File: src/rvseed_pkg.sv
package rvseed_pkg;

    localparam int unsigned XLEN  = 64;
    localparam int unsigned BYTES = XLEN / 8;
    localparam int unsigned OFS_W = 3;              // byte offset within a doubleword

    typedef logic [XLEN-1:0]  xlen_t;               // data word and address
    typedef logic [4:0]       reg_addr_t;           // x0..x31
    typedef logic [BYTES-1:0] wmask_t;              // one bit per byte lane

    typedef enum logic [3:0] {
        ADD,
        SUB,
        AND,
        OR,
        XOR,
        SLL,
        SRL,
        SRA,
        SLT,
        SLTU,
        ADDW,                                       // 32-bit result, sign-extended
        SUBW
    } alu_op_t;

    typedef enum logic [1:0] {
        MEM_NONE,
        MEM_LOAD,
        MEM_STORE
    } mem_op_t;

    typedef enum logic [1:0] {
        SZ_B,
        SZ_H,
        SZ_W,
        SZ_D
    } mem_size_t;

    typedef enum logic {
        ST_RUN,
        ST_HALT
    } ctrl_state_t;

    // byte mask of an access at lane 0
    function automatic wmask_t size_mask(mem_size_t size);
        case (size)
            SZ_B:    return wmask_t'(8'h01);
            SZ_H:    return wmask_t'(8'h03);
            SZ_W:    return wmask_t'(8'h0f);
            default: return wmask_t'(8'hff);
        endcase
    endfunction

    // natural alignment of an access
    function automatic logic is_aligned(mem_size_t size, logic [OFS_W-1:0] ofs);
        case (size)
            SZ_B:    return 1'b1;
            SZ_H:    return ofs[0] == 1'b0;
            SZ_W:    return ofs[1:0] == 2'b00;
            default: return ofs == '0;
        endcase
    endfunction

endpackage

File: src/ex_mem_regs.sv
`timescale 1ns/1ps

module ex_mem_regs
    import rvseed_pkg::*;
(
    input  logic      clk,
    input  logic      rst_n,
    input  logic      en_i,             // stage advance
    input  logic      valid_i,
    input  logic      reg_wen_i,
    input  reg_addr_t rd_i,
    input  xlen_t     res_i,
    input  wmask_t    wmask_i,
    input  xlen_t     st_data_i,
    input  mem_op_t   mem_op_i,
    input  mem_size_t mem_size_i,
    input  logic      mem_unsigned_i,
    input  logic      ebreak_i,
    output logic      valid_o,
    output logic      reg_wen_o,
    output reg_addr_t rd_o,
    output xlen_t     res_o,
    output wmask_t    wmask_o,
    output xlen_t     st_data_o,
    output mem_op_t   mem_op_o,
    output mem_size_t mem_size_o,
    output logic      mem_unsigned_o,
    output logic      ebreak_o
);

    always_ff @(posedge clk or negedge rst_n) begin
        if (!rst_n) begin
            valid_o        <= 1'b0;
            reg_wen_o      <= 1'b0;
            rd_o           <= '0;
            res_o          <= '0;
            wmask_o        <= '0;
            st_data_o      <= '0;
            mem_op_o       <= MEM_NONE;
            mem_size_o     <= SZ_B;
            mem_unsigned_o <= 1'b0;
            ebreak_o       <= 1'b0;
        end else if (en_i) begin
            valid_o        <= valid_i;  // bubble when no input handshake
            reg_wen_o      <= reg_wen_i;
            rd_o           <= rd_i;
            res_o          <= res_i;
            wmask_o        <= wmask_i;
            st_data_o      <= st_data_i;
            mem_op_o       <= mem_op_i;
            mem_size_o     <= mem_size_i;
            mem_unsigned_o <= mem_unsigned_i;
            ebreak_o       <= ebreak_i;
        end
    end

    // a held op must reach the memory stage unchanged
    ap_hold_stable: assert property (
        @(posedge clk) disable iff (!rst_n)
        valid_o && !en_i |=> valid_o && $stable({reg_wen_o, rd_o, res_o, wmask_o, st_data_o,
                                                 mem_op_o, mem_size_o, mem_unsigned_o,
                                                 ebreak_o})
    ) else $error("EX/MEM fields changed while stalled");

endmodule

File: config.mk
export PLATFORM = sky130hd
export DESIGN_NAME = ex_mem_regs
export DESIGN_NICKNAME = d
export VERILOG_FILES = /design/src/rvseed_pkg.sv /design/src/ex_mem_regs.sv
export SDC_FILE = /design/constraint.sdc
export NUM_CORES = 1
export LEC_CHECK = 0
export BUFFER_PORTS_ARGS = -buffer_cell sky130_fd_sc_hd__buf_2
export CAP_MARGIN = 20
export CORE_MARGIN = 4
export CORE_UTILIZATION = 41
export DETAILED_ROUTE_END_ITERATION = 6
export GPL_TIMING_DRIVEN = 0
export PLACE_DENSITY = 0.75
export RECOVER_POWER = 25
export REMOVE_ABC_BUFFERS = 1
export SLEW_MARGIN = 20
export SYNTH_ARGS = -nofsm -noshare
export SYNTH_HDL_FRONTEND = slang
export SYNTH_SLANG_ARGS = --single-unit
File: constraint.sdc
create_clock -name clk -period 0.9 [get_ports clk]
set_clock_uncertainty 0.15 [all_clocks]
set_input_delay 0.135 -clock clk [delete_from_list [all_inputs] [get_ports clk]]
set_output_delay 0.135 -clock clk [all_outputs]
set_load 0.01 [all_outputs]
## After elaboration in Yosys (flattened, before gate mapping)

Index checks and enable logic that the tools add are counted.

| storage, ports and cells | value |
|---|---|
| input port bits | 152 |
| register bits | 149 |
| word-level logic and storage cells | 10 |
| output and inout port bits | 149 |

## Logic depth before layout (Yosys ltp)

Gate-level depths: netlist of the first run.

| logic depth | value |
|---|---|
| word-level depth | 0 |
| gate-level depth with buffers | 4 |
| mapped depth without buffers | 1 |

## Least setup slack after synthesis of the first run

OpenSTA, ideal clock, no wires.

| timing path | value |
|---|---|
| path kind | input to register |
| from | input port en_i |
| to | register res_o[0] |
| setup time | 0.125 ns |
| arrival | 0.835 ns |
| path buffers | 3 |
| setup slack | -0.210 ns |
| required time | 0.625 ns |
| stages | 4 |
| cells stage by stage | buf_6 > buf_6 > buf_6 > mux2_4 |

RTL lines:

| what | RTL line | source |
|---|---|---|
| from (decl) | ex_mem_regs.sv:8 | `input logic en_i,` |
| to (signal assigned) | ex_mem_regs.sv:47 | `res_o <= res_i;` |
| to (decl) | ex_mem_regs.sv:22 | `output xlen_t res_o,` |

No word-level cell between the ends.

## Worst setup path in the final report of the first run

| timing path | value |
|---|---|
| from | register res_o[12] |
| to | output port res_o[12] |

No word-level cell between the ends.

==> results of run 1 <==
-- sequential cells by signal, indices dropped and copies added, names as in the netlist --
register        cells
ebreak_o            1
wmask_o             8
mem_size_o          2
st_data_o          64
reg_wen_o           1
mem_unsigned_o      1
rd_o                5
valid_o             1
mem_op_o            2
res_o              64
-- cell type report --
| class | count | area (sq um) |
|---|---|---|
| fillers | 691 | 3082 |
| multi-input cells | 149 | 2113 |
| clock buffers | 21 | 470.5 |
| clock inverters | 9 | 80.08 |
| diodes | 3 | 7.507 |
| well taps | 180 | 225.2 |
| repair buffers | 533 | 4335 |
| flip-flops and latches | 149 | 3729 |
-- power by group --
part           switching, uW  internal [uW]  leakage (uW)
clock                   2700           3970      0.000263
sequential               533           7380       0.00174
combinational           1640           2940       0.00355
total                   4870          14300       0.00556
-- cell families (layout without fill, tap and decap cells) --
| group | after synthesis | after routing | synth area share [%] |
|---|---|---|---|
| flops | 149 | 149 | 62.58 |
| mux | 149 | 149 | 34.52 |
| other cells | 0 | 3 | 0 |
| buf+inv | 17 | 563 | 2.898 |
-- per-layer routing --
layer	part of all wire, %	routed length [um]	GRT usage (%)
met5	0	0	0
met4	3.2	692	11.30
met3	7.5	1649	6.808
met2	54	11820	42.72
met1	35	7724	25.03
-- timing repair --
item | in CTS | in global routing
gates resized for setup | 39 | 108
hold endpoints to repair | 224 | 76
endpoints found under the setup margin | 298 | 297
cloned | 2 | 1
buffers inserted | 50 | 49
-- stage by stage --
stage	setup WS [ns]	hold slack (ns)	area [sq um]
2_1_floorplan	-0.02928	-0.3106	5786
3_3_place_gp	-2.873	0.2160	7512
3_5_place_dp	-0.9664	-0.004098	7587
4_1_cts	-0.3884	-0.4477	10260
5_1_grt	-0.4064	-0.2065	10960
6_report	-0.3617	-0.2730	10960
-- cell usage in the layout (no fill, tap or decap) --
cell / netlist / layout
sky130_fd_sc_hd__clkinv_2: 0 / 4
sky130_fd_sc_hd__clkinvlp_4: 0 / 4
sky130_fd_sc_hd__clkbuf_16: 0 / 18
sky130_fd_sc_hd__buf_4: 0 / 17
sky130_fd_sc_hd__clkbuf_8: 0 / 3
sky130_fd_sc_hd__mux2_2: 48 / 33
sky130_fd_sc_hd__dlygate4sd3_1: 0 / 147
sky130_fd_sc_hd__buf_2: 3 / 243
sky130_fd_sc_hd__buf_16: 0 / 4
sky130_fd_sc_hd__diode_2: 0 / 3
sky130_fd_sc_hd__bufinv_16: 0 / 1
sky130_fd_sc_hd__clkbuf_1: 0 / 1
sky130_fd_sc_hd__buf_6: 14 / 119
sky130_fd_sc_hd__dlymetal6s4s_1: 0 / 1
sky130_fd_sc_hd__mux2_4: 101 / 116
sky130_fd_sc_hd__bufbuf_16: 0 / 1
sky130_fd_sc_hd__dfrtp_1: 149 / 149
-- path summary, 6_finish.rpt --
| kind | to | slack [ns] |
|---|---|---|
| max | res_o[12] | -0.36 |
| max reg2reg | st_data_o[39] | -0.19 |
| min reg2reg | st_data_o[18] | 0.35 |
| min in group clk | st_data_o[39] | -0.16 |
| min | st_data_o[36] | -0.27 |
| max in group asynchronous | st_data_o[44] | 0 |
==> reports/results.env, run 1 <==
AVGSYNTHCELLAREA_SQ_UM=18.91
SLEW_HEADROOM_PCT=33.80
TIMING_MAX_TRANSITION_VIOLATIONS_FINAL=0
POWER_PER_CELL_AREA_nW_PER_UM2=1748
FINALWORSTPATHREQUIREDPERIOD_NS=1.262
CTS_TREE='built'
POSTLAYOUTCOREUTIL_PCT=78.05
RUN_STATUS='complete, but fails checks'
CRIT_CELLS=1
FINAL_HOLD_VIO_COUNT=76
GRT_FIRST_PASS_WIRELENGTH_MM=29.70
DIE_HEIGHT_UM=128.6
WORST-PATH-BUF-INV=1
R2R.WORST_PATH.CELLS=2
SYNTH.AREA.TOP_CELLS='sky130_fd_sc_hd__dfrtp_1 63%, sky130_fd_sc_hd__mux2_4 25%, sky130_fd_sc_hd__mux2_2 9.1%'
SYNTH_AREA_SQ_UM=5958
SYNTH.YOSYS.WARNINGS=0
GRT_PASS1_VIAS=5581
WORSTREG2REGSTART='st_data_o[39]'
WORST_IR_DROP_VDD_V=0.0009975
PORT_BUFFERS=300
PLACE.DETAILED.HPWL_MM=10.31
POST_SYNTH_INST_COUNT=315
TOTAL_POWER_uW=19160
WORSTSETUPENDPOINTTYPE='output pin'
SHARE_OF_POST_ROUTE_CELLS_WITH_DRIVE_STRENGTH_ABOVE_1_PCT=65.39
INITIALDRTVIOLATIONCOUNT=198
CORE_SQ_UM=14040
CRITICAL-PATH-MAX-STAGE-DELAY_NS=0.42
DETAILROUTE.VIA_COUNT=5053
AREA.GROWTH.SYNTH_TO_FINAL_PCT=83.96
MAX_CAP_VIOL_COUNT=0
DIEAREA_SQ_UM=16530
GLOBALROUTEOVERFLOWTOTAL=0
DESIGN.PORTCOUNT=301
FINALCRITPERIODSHARE_PCT=140.2
DETAIL_ROUTE.DRC_VIOLATIONS=0
YS_TOP_CELLS_BY_COUNT='149 x sky130_fd_sc_hd__dfrtp_1, 101 x sky130_fd_sc_hd__mux2_4, 48 x sky130_fd_sc_hd__mux2_2, 14 x sky130_fd_sc_hd__buf_6, 3 x sky130_fd_sc_hd__buf_2'
CTS_BUFFER_DEPTH=2
GRT_UTIL_ALL_LAYERS_PCT=23.53
MAXIMUM_NUMBER_OF_PINS_ON_ONE_NET_BEFORE_GLOBAL_ROUTE_REPAIR=77
DRT-WIRELENGTH-PER-CELL_UM=20.96
FLOORPLAN.ROWS=43
CTS_ROOT_BUF='sky130_fd_sc_hd__clkbuf_16'
YS_ASYNC_SR_FRACTION_PCT=100.0
AGGREGATE_NEGATIVE_SETUP_SLACK_NS=-62.46
CLKLATENCYLATEPIN_NS=0.41
NUMBER_OF_ANTENNA_VIOLATIONS_AT_THE_FIRST_CHECK_IN_GLOBAL_ROUTING=1
FINISH.NET_COUNT=1002
POSTLAYOUTSETUPSLACKWORST_NS=-0.3617
SYNTH.LIB_CELLS_USED.DISTINCT=5
CP.ARRIVAL_NS=0.98
TIGHTESTPINTRANSITION_NS=0.9931
CELLLEAKAGEPOWER_uW=0.005557
WORSTSETUPPATHTYPE='reg2out'
CRITICAL_PATH.TOP_DELAY_FAMILY='flip-flops'
HTREE_NUM_LEVELS=4
CRIT_FANOUT=2
HOLD_PATH_CLASS='in2async'
SYNTH.FF_LATCH_COUNT=149
NUMCTSBUFFERS=17
CLOCK_SINKS=149
SETUP_VIOL=299
FINALHOLDWORSTSLACK_NS=-0.2730
POSTROUTEANTENNANETS=0
WORST_SETUP_PATH_START_KIND='flop'
ROUTE.FINAL.WIRE_LENGTH_MM=21.89
SYNTH-EDFF-COUNT=0
GP_CONGESTION=0.7487
DIE_W_UM=128.6
WORST_PATH_CELL_CHAIN='buf_6'
CRITPATHLAUNCH='res_o[12]'
CRITICAL_PATH_REQUIRED_NS=0.61
PLACED_CELLS_INCL_TAPS=780
SEQ_AREA_FRAC_SYNTH_PCT=62.58
FMAX_MHz=792.6
FINALNONFILLERCELLS=1044
CRITPATHSLOWESTCELL='sky130_fd_sc_hd__dfrtp_1'
SYNTH_AREA_LEADER_CELL='sky130_fd_sc_hd__dfrtp_1'
YOSYS_MOST_USED_DFF='sky130_fd_sc_hd__dfrtp_1'
FAILED_CHECKS='negative hold slack, negative setup slack'
HOLDBUFCOUNTCTS=148
GRT_SETUP_UNREPAIRED='true'
YOSYS.CELL_COUNT.TOP_TYPE='sky130_fd_sc_hd__dfrtp_1'
1ST_PASS_ROUTER_ITERATIONS=4
CTS.CLK_SLEW.WORST_PATHS_NS=0.06
ROUTE.DETAILED.VIAS_PER_INST=4.840
NETLIST.AREA_LEADER.SHARE_PCT=62.58
EFFECTIVE_UTILIZATION_AT_FLOORPLAN_PCT=42.43
No activity file was read; power rests on OpenSTA's default activity.
==> run 2, diff against run 1 <==
CELL_PAD_IN_SITES_DETAIL_PLACEMENT = 0   (was default)
CELL_PAD_IN_SITES_GLOBAL_PLACEMENT = 1   (was default)
CORE_UTILIZATION = 33   (was 41)
PLACE_DENSITY = 0.76   (was 0.75)
==> reports/results.env, run 2 (same netlist as run 1, synthesis figures left out) <==
RUN_STATUS='complete, but fails checks'
FAILED_CHECKS='negative hold slack, negative setup slack'
PORT_BUFFERS=300  # unchanged
GRT_UTIL_ALL_LAYERS_PCT=18.33  # -5.2 points
DESIGN_AREA_SQ_UM=11020  # +0.58%
HTREE_NUM_LEVELS=4  # unchanged
CTS_TREE='built'
BIGGESTREGSBYFLOPS='res_o x64, st_data_o x64, wmask_o x8'
DETAILROUTE.VIA_COUNT=4788  # -5.2%
REG2REG_SETUP_SLACK_NS=-0.20  # about the same
1ST_PASS_ROUTER_ITERATIONS=4  # unchanged
FLOORPLAN.ROWS=48  # +12%
DPL_CELL_AREA_SQ_UM=7644  # +0.74%
NUMBER_OF_ANTENNA_VIOLATIONS_AT_THE_FIRST_CHECK_IN_GLOBAL_ROUTING=2  # +1
FINAL_HOLD_VIO_COUNT=76  # unchanged
PLACE.DETAILED.HPWL_MM=10.47  # +1.6%
GRT_FIRST_PASS_WIRELENGTH_MM=28.83  # -2.9%
MAX_CAP_VIOL_COUNT=0  # unchanged
GRT_SETUP_UNREPAIRED='true'
DIEAREA_SQ_UM=20270  # +23%
NUMCTSBUFFERS=17  # unchanged
GLOBALROUTEOVERFLOWTOTAL=0  # unchanged
DIE_HEIGHT_UM=142.4  # +11%
FINALNONFILLERCELLS=1076  # +3.1%
HOLDBUFCOUNTCTS=149  # +0.68%
CORE_SQ_UM=17480  # +24%
WORST_IR_DROP_VDD_V=0.001239  # +24%
DESIGN.PORTCOUNT=301  # unchanged
P_SW_SHARE_PCT=24.71  # -0.72 points
CP.ARRIVAL_NS=0.99  # about the same
WORST_PATH_CELL_CHAIN='buf_2'
INITIALDRTVIOLATIONCOUNT=185  # -6.6%
WORST-PATH-BUF-INV=1  # unchanged
DP_SLACK_NS=-0.9728  # -0.006367 ns
PLACED_CELLS_INCL_TAPS=825  # +5.8%
POWER_PER_CELL_AREA_nW_PER_UM2=1807  # +3.4%
CP-ENDPOINT='st_data_o[5]'
ROUTE.FINAL.WIRE_LENGTH_MM=20.26  # -7.4%
CRITICAL_PATH.TOP_DELAY_FAMILY='flip-flops'
P_CLK_SHARE_PCT=38.1  # +3.3 points
AREA.GROWTH.SYNTH_TO_FINAL_PCT=85.03
LAYOUT.FILLER_CELLS=1201  # +74%
DETAIL_ROUTE.DRC_VIOLATIONS=0  # unchanged
FINALHOLDWORSTSLACK_NS=-0.2923  # -0.01927 ns
DRT-WIRELENGTH-PER-CELL_UM=18.83  # -10%
CTS_ROOT_BUF='sky130_fd_sc_hd__clkbuf_16'
SHARE_OF_POST_ROUTE_CELLS_WITH_DRIVE_STRENGTH_ABOVE_1_PCT=64.66  # -0.72 points
R2R.WORST_PATH.CELLS=2  # unchanged
HOLD_PATH_CLASS='in2async'
WORSTREG2REGSTART='res_o[13]'
FINISH.NET_COUNT=989  # -1.3%
POSTROUTEANTENNANETS=0  # unchanged
CRIT_CELLS=1  # unchanged
CLKLATENCYLATEPIN_NS=0.42  # about the same
CRIT_FANOUT=2  # unchanged
CRITPATHSLOWESTCELL='sky130_fd_sc_hd__dfrtp_1'
TIMING_MAX_TRANSITION_VIOLATIONS_FINAL=0  # unchanged
WORSTSETUPENDPOINTTYPE='output pin'
POSTLAYOUTSETUPSLACKWORST_NS=-0.3761  # -0.01448 ns
FINALCRITPERIODSHARE_PCT=141.8  # +1.6 points
CRITPATHLAUNCH='st_data_o[5]'
ROUTE.DETAILED.VIAS_PER_INST=4.450  # -8.1%
NETSWITCHINGPOWER_uW=4922  # +1.0%
WORST_SETUP_PATH_START_KIND='flop'
TOTAL_POWER_uW=19920  # +4.0%
SLEW_HEADROOM_PCT=33.83  # about the same
EFFECTIVE_UTILIZATION_AT_FLOORPLAN_PCT=34.09  # -8.3 points
MAXIMUM_NUMBER_OF_PINS_ON_ONE_NET_BEFORE_GLOBAL_ROUTE_REPAIR=77  # unchanged
CELLLEAKAGEPOWER_uW=0.005544  # -0.23%
GRT_PASS1_VIAS=5335  # -4.4%
POWER.SEQUENTIAL.FRACTION_PCT=39.5  # -1.8 points
DIE_W_UM=142.4  # +11%
FINALWORSTPATHREQUIREDPERIOD_NS=1.276  # +0.01448 ns
MOST-COMMON-LAYOUT-CELLS='227 x sky130_fd_sc_hd__buf_2, 149 x sky130_fd_sc_hd__dfrtp_1, 148 x sky130_fd_sc_hd__dlygate4sd3_1'
FMAX_MHz=783.6  # -1.1%
GP_CONGESTION=0.7287  # -2.7%
SETUP_VIOL=335  # +12%
CTS_BUFFER_DEPTH=2  # unchanged
CTS.CLK_SLEW.WORST_PATHS_NS=0.07  # about the same
LAYOUT.CELLS.MOST_COMMON='sky130_fd_sc_hd__buf_2'
INTPOWER_uW=15000  # +5.0%
WORSTREG2REGEND='res_o[13]'
TIGHTESTPINTRANSITION_NS=0.9926  # -0.0004870 ns
CLOCK_SINKS=149  # unchanged
CRITICAL-PATH-MAX-STAGE-DELAY_NS=0.41  # about the same
COMB_POWER_SHARE_PCT=22.3  # -1.6 points
CRITICAL_PATH_REQUIRED_NS=0.61  # about the same
WORSTSETUPPATHTYPE='reg2out'
run 2: per-layer routing:
layer / part of all wire [%] / GRT usage [%] / routed length (um)
met1: 37 / 20.72 / 7451
met2: 51 / 31.01 / 10300
met3: 8.6 / 6.485 / 1741
met4: 3.8 / 8.754 / 769
met5: 0 / 0 / 0
run 2: power by group through the flow:
| stage | Clock, uW | Sequential [uW] | Combinational (uW) |
|---|---|---|---|
| after floorplan | 0 | 8150 | 971 |
| after global placement | 0 | 7810 | 2870 |
| after detailed placement | 0 | 7840 | 2840 |
| after CTS | 7750 | 7770 | 3880 |
| after global routing | 8070 | 7950 | 4710 |
| final | 7590 | 7880 | 4450 |
run 2: stage by stage:
| step | util (%) | hold slack [ns] | setup TNS (ns) |
|---|---|---|---|
| floorplan | - | -0.3106 | -3.888 |
| finish | 63.08 | -0.2923 | -61.21 |
| global route | 63.08 | -0.2070 | -84.85 |
| global placement | 43.31 | 0.2162 | -811.17 |
| CTS | 59.39 | -0.4615 | -58.04 |
| detailed placement | 43.74 | -0.003087 | -116.81 |
run 2: worst min-delay path by stage:
stage | slack [ns] | to | start | cells after the start
4_1_cts | -0.46 | res_o[60] | rst_n | 1
3_3_place_gp | 0.22 | ebreak_o | ebreak_i | 2
5_1_grt | -0.21 | res_o[60] | rst_n | 1
3_5_place_dp | -0.003 | res_o[57] | rst_n | 1
2_1_floorplan | -0.31 | ebreak_o | rst_n | 0
6_report | -0.29 | res_o[57] | rst_n | 1
run 2: cell type report:
| type | count | area [sq um] | area share (%) |
|---|---|---|---|
| multi-input cells | 149 | 2106 | 19.10 |
| clock buffers | 20 | 446.7 | 4.052 |
| flip-flops and latches | 149 | 3729 | 33.82 |
| well taps | 225 | 281.5 | 2.554 |
| repair buffers | 520 | 4283 | 38.85 |
| diodes | 2 | 5.005 | 0.04540 |
| clock inverters | 11 | 173.9 | 1.578 |
run 2: worst register-to-register path, cell delays in order (launching register included):
cell and delay (ns):
sky130_fd_sc_hd__dfrtp_1 0.42, sky130_fd_sc_hd__buf_4 0.15, sky130_fd_sc_hd__mux2_4 0.27
run 2: timing repair:
action	CTS	global route
setup buffers	42	44
cloned	2	2
resized for setup	50	92
hold endpoints to repair	224	75
setup endpoints to repair	294	296
==> run 3, diff against run 2 <==
PLACE_DENSITY = 0.82   (was 0.76)
==> reports/results.env, run 3 (same netlist as run 1, synthesis figures left out) <==
RUN_STATUS='complete, but fails checks'
SHARE_OF_POST_ROUTE_CELLS_WITH_DRIVE_STRENGTH_ABOVE_1_PCT=65.43  # +0.77 points
PORT_BUFFERS=300  # unchanged
MULTIINPUTGATEAREA_SQ_UM=2091  # -0.71%
ROUTE.FINAL.WIRE_LENGTH_MM=21.44  # +5.8%
DIE_HEIGHT_UM=142.4  # unchanged
MAXIMUM_NUMBER_OF_PINS_ON_ONE_NET_BEFORE_GLOBAL_ROUTE_REPAIR=76  # -1.3%
DPL_CELL_AREA_SQ_UM=7671  # +0.36%
CRITPATHLAUNCH='st_data_o[55]'
DETAIL_ROUTE.DRC_VIOLATIONS=0  # unchanged
GLOBALROUTEOVERFLOWTOTAL=0  # unchanged
WORST_IR_DROP_VDD_V=0.001273  # +2.7%
TIGHTESTPINTRANSITION_NS=0.9712  # -0.02134 ns
WORSTREG2REGSTART='res_o[11]'
MAX_CAP_VIOL_COUNT=0  # unchanged
1ST_PASS_ROUTER_ITERATIONS=4  # unchanged
NUMBER_OF_ANTENNA_VIOLATIONS_AT_THE_FIRST_CHECK_IN_GLOBAL_ROUTING=0  # -2
DP_SLACK_NS=-0.9921  # -0.01931 ns
GRT_SETUP_UNREPAIRED='true'
WORSTSETUPENDPOINTTYPE='output pin'
FINALWORSTPATHREQUIREDPERIOD_NS=1.278  # +0.001438 ns
TIMING_MAX_TRANSITION_VIOLATIONS_FINAL=0  # unchanged
CRITICAL_PATH_REQUIRED_NS=0.61  # about the same
CRITICAL-PATH-MAX-STAGE-DELAY_NS=0.42  # about the same
AREA.GROWTH.SYNTH_TO_FINAL_PCT=86.58
GRT_PASS1_VIAS=5707  # +7.0%
CP.ARRIVAL_NS=0.99  # about the same
CTS_BUFFER_DEPTH=2  # unchanged
FMAX_MHz=782.7  # -0.11%
CTS.CLK_SLEW.WORST_PATHS_NS=0.07  # about the same
WORST_SETUP_PATH_START_KIND='flop'
CRITPATHSLOWESTCELL='sky130_fd_sc_hd__dfrtp_1'
WORSTSETUPPATHTYPE='reg2out'
HOLD_PATH_CLASS='in2async'
GRT_UTIL_ALL_LAYERS_PCT=19.51  # +1.2 points
CLKLATENCYLATEPIN_NS=0.41  # about the same
HTREE_NUM_LEVELS=4  # unchanged
FINISH.NET_COUNT=1004  # +1.5%
DESIGN.PORTCOUNT=301  # unchanged
CORE_SQ_UM=17480  # unchanged
CLOCK_SINKS=149  # unchanged
WORSTREG2REGEND='res_o[11]'
P_CLK_SHARE_PCT=37.6  # -0.5 points
INTPOWER_uW=14860  # -0.93%
EFFECTIVE_UTILIZATION_AT_FLOORPLAN_PCT=34.09  # unchanged
CTS_TREE='built'
R2R.WORST_PATH.CELLS=2  # unchanged
CRIT_FANOUT=2  # unchanged
POSTROUTEANTENNANETS=0  # unchanged
DRT-WIRELENGTH-PER-CELL_UM=19.67  # +4.4%
NETSWITCHINGPOWER_uW=5042  # +2.4%
NUMCTSBUFFERS=17  # unchanged
COUNT_OF_INSERTED_ANTENNA_DIODE_CELLS=0  # -2
DETAILROUTE.VIA_COUNT=4941  # +3.2%
CELLLEAKAGEPOWER_uW=0.005595  # +0.92%
WORST_PATH_CELL_CHAIN='buf_2'
DESIGN_AREA_SQ_UM=11120  # +0.84%
FLOORPLAN.ROWS=48  # unchanged
REG2REG_SETUP_SLACK_NS=-0.20  # about the same
DIEAREA_SQ_UM=20270  # unchanged
FINALHOLDWORSTSLACK_NS=-0.2782  # +0.01405 ns
P_SW_SHARE_PCT=25.33  # +0.63 points
CRITICAL_PATH.TOP_DELAY_FAMILY='flip-flops'
BIGGESTREGSBYFLOPS='res_o x64, st_data_o x64, wmask_o x8'
FAILED_CHECKS='negative hold slack, negative setup slack'
COMB_POWER_SHARE_PCT=22.9  # +0.6 points
TOTAL_POWER_uW=19900  # about the same
LAYOUT.FILLER_CELLS=1165  # -3.0%
GP_CONGESTION=0.7774  # +6.7%
FINAL_HOLD_VIO_COUNT=75  # -1.3%
MOST-COMMON-LAYOUT-CELLS='246 x sky130_fd_sc_hd__buf_2, 149 x sky130_fd_sc_hd__dfrtp_1, 149 x sky130_fd_sc_hd__dlygate4sd3_1'
CP-ENDPOINT='st_data_o[55]'
CTS_ROOT_BUF='sky130_fd_sc_hd__clkbuf_16'
GRT_FIRST_PASS_WIRELENGTH_MM=30.50  # +5.8%
PLACE.DETAILED.HPWL_MM=10.73  # +2.5%
ROUTE.DETAILED.VIAS_PER_INST=4.533  # +1.9%
WORST-PATH-BUF-INV=1  # unchanged
SLEW_HEADROOM_PCT=35.25  # +1.4 points
REGISTER_AREA_SQ_UM=3729  # unchanged
DIE_W_UM=142.4  # unchanged
POWER.SEQUENTIAL.FRACTION_PCT=39.6  # about the same
POSTLAYOUTSETUPSLACKWORST_NS=-0.3776  # -0.001438 ns
LAYOUT.CELLS.MOST_COMMON='sky130_fd_sc_hd__buf_2'
SETUP_VIOL=294  # -12%
FINALCRITPERIODSHARE_PCT=142.0  # +0.16 points
INITIALDRTVIOLATIONCOUNT=130  # -30%
CRIT_CELLS=1  # unchanged
POWER_PER_CELL_AREA_nW_PER_UM2=1790  # -0.93%
run 3: cell count changes in the layout (fill, tap and decap cells not counted), sizes merged:
cell and change:
clkbuf -2, clkinvlp +4, diode -2, clkinv -3, buf +14, bufbuf +3
dlygate4sd3 +1, inv +1, dlymetal6s4s -1, bufinv -1
run 3: power groups by stage:
stage / Sequential, uW / Clock, uW / Combinational [uW]
after detailed placement: 7840 / 0 / 2850
after floorplan: 8150 / 0 / 971
after global routing: 7930 / 7920 / 4800
after CTS: 7750 / 7640 / 4070
final: 7870 / 7480 / 4550
after global placement: 7810 / 0 / 2860
run 3: area by class of cell:
class	count	share of cell area [%]
Timing Repair Buffer	535	39.52
Sequential cell	149	33.54
Multi-Input combinational cell	149	18.81
Clock buffer	20	4.108
Tap cell	225	2.532
Clock inverter	12	1.497
run 3: metrics by stage:
step	util, %	TNS (ns)	std cells	hold WS, ns
floorplan	-	-3.888	298	-0.3106
global placement	43.31	-793.57	823	0.2161
detailed placement	43.89	-106.97	826	-0.01526
CTS	60.87	-58.85	1071	-0.4617
global route	63.61	-83.56	1090	-0.2091
finish	63.61	-60.90	1090	-0.2782
run 3: how the worst min path moves through the flow:
| stage | startpoint | end | slack, ns |
|---|---|---|---|
| final | rst_n | res_o[15] | -0.28 |
| after global routing | rst_n | res_o[15] | -0.21 |
| after CTS | rst_n | res_o[15] | -0.46 |
| after detailed placement | rst_n | st_data_o[41] | -0.02 |
| after global placement | mem_unsigned_i | mem_unsigned_o | 0.22 |
| after floorplan | rst_n | ebreak_o | -0.31 |
run 3: per-layer routing:
| metal | GRT usage [%] | vias up | part of all wire (%) |
|---|---|---|---|
| li1 | - | 2181 | - |
| met1 | 21.86 | 2446 | 38 |
| met2 | 34.09 | 263 | 51 |
| met3 | 6.183 | 51 | 7.3 |
| met4 | 8.604 | 0 | 3.6 |
| met5 | 0 | - | 0 |
run 3: worst reg2reg max path, cell delays in order (launching register included):
cell                      delay [ns]
sky130_fd_sc_hd__dfrtp_1        0.42
sky130_fd_sc_hd__buf_4          0.15
sky130_fd_sc_hd__mux2_4         0.27
run 3: repair_timing:
item | 4_1_cts | 5_1_grt
hold endpoints to repair | 223 | 76
hold buffers | 148 | 1
resized for setup | 43 | 78
setup endpoints to repair | 294 | 298
gates cloned | 6 | 0
buffers inserted | 59 | 41
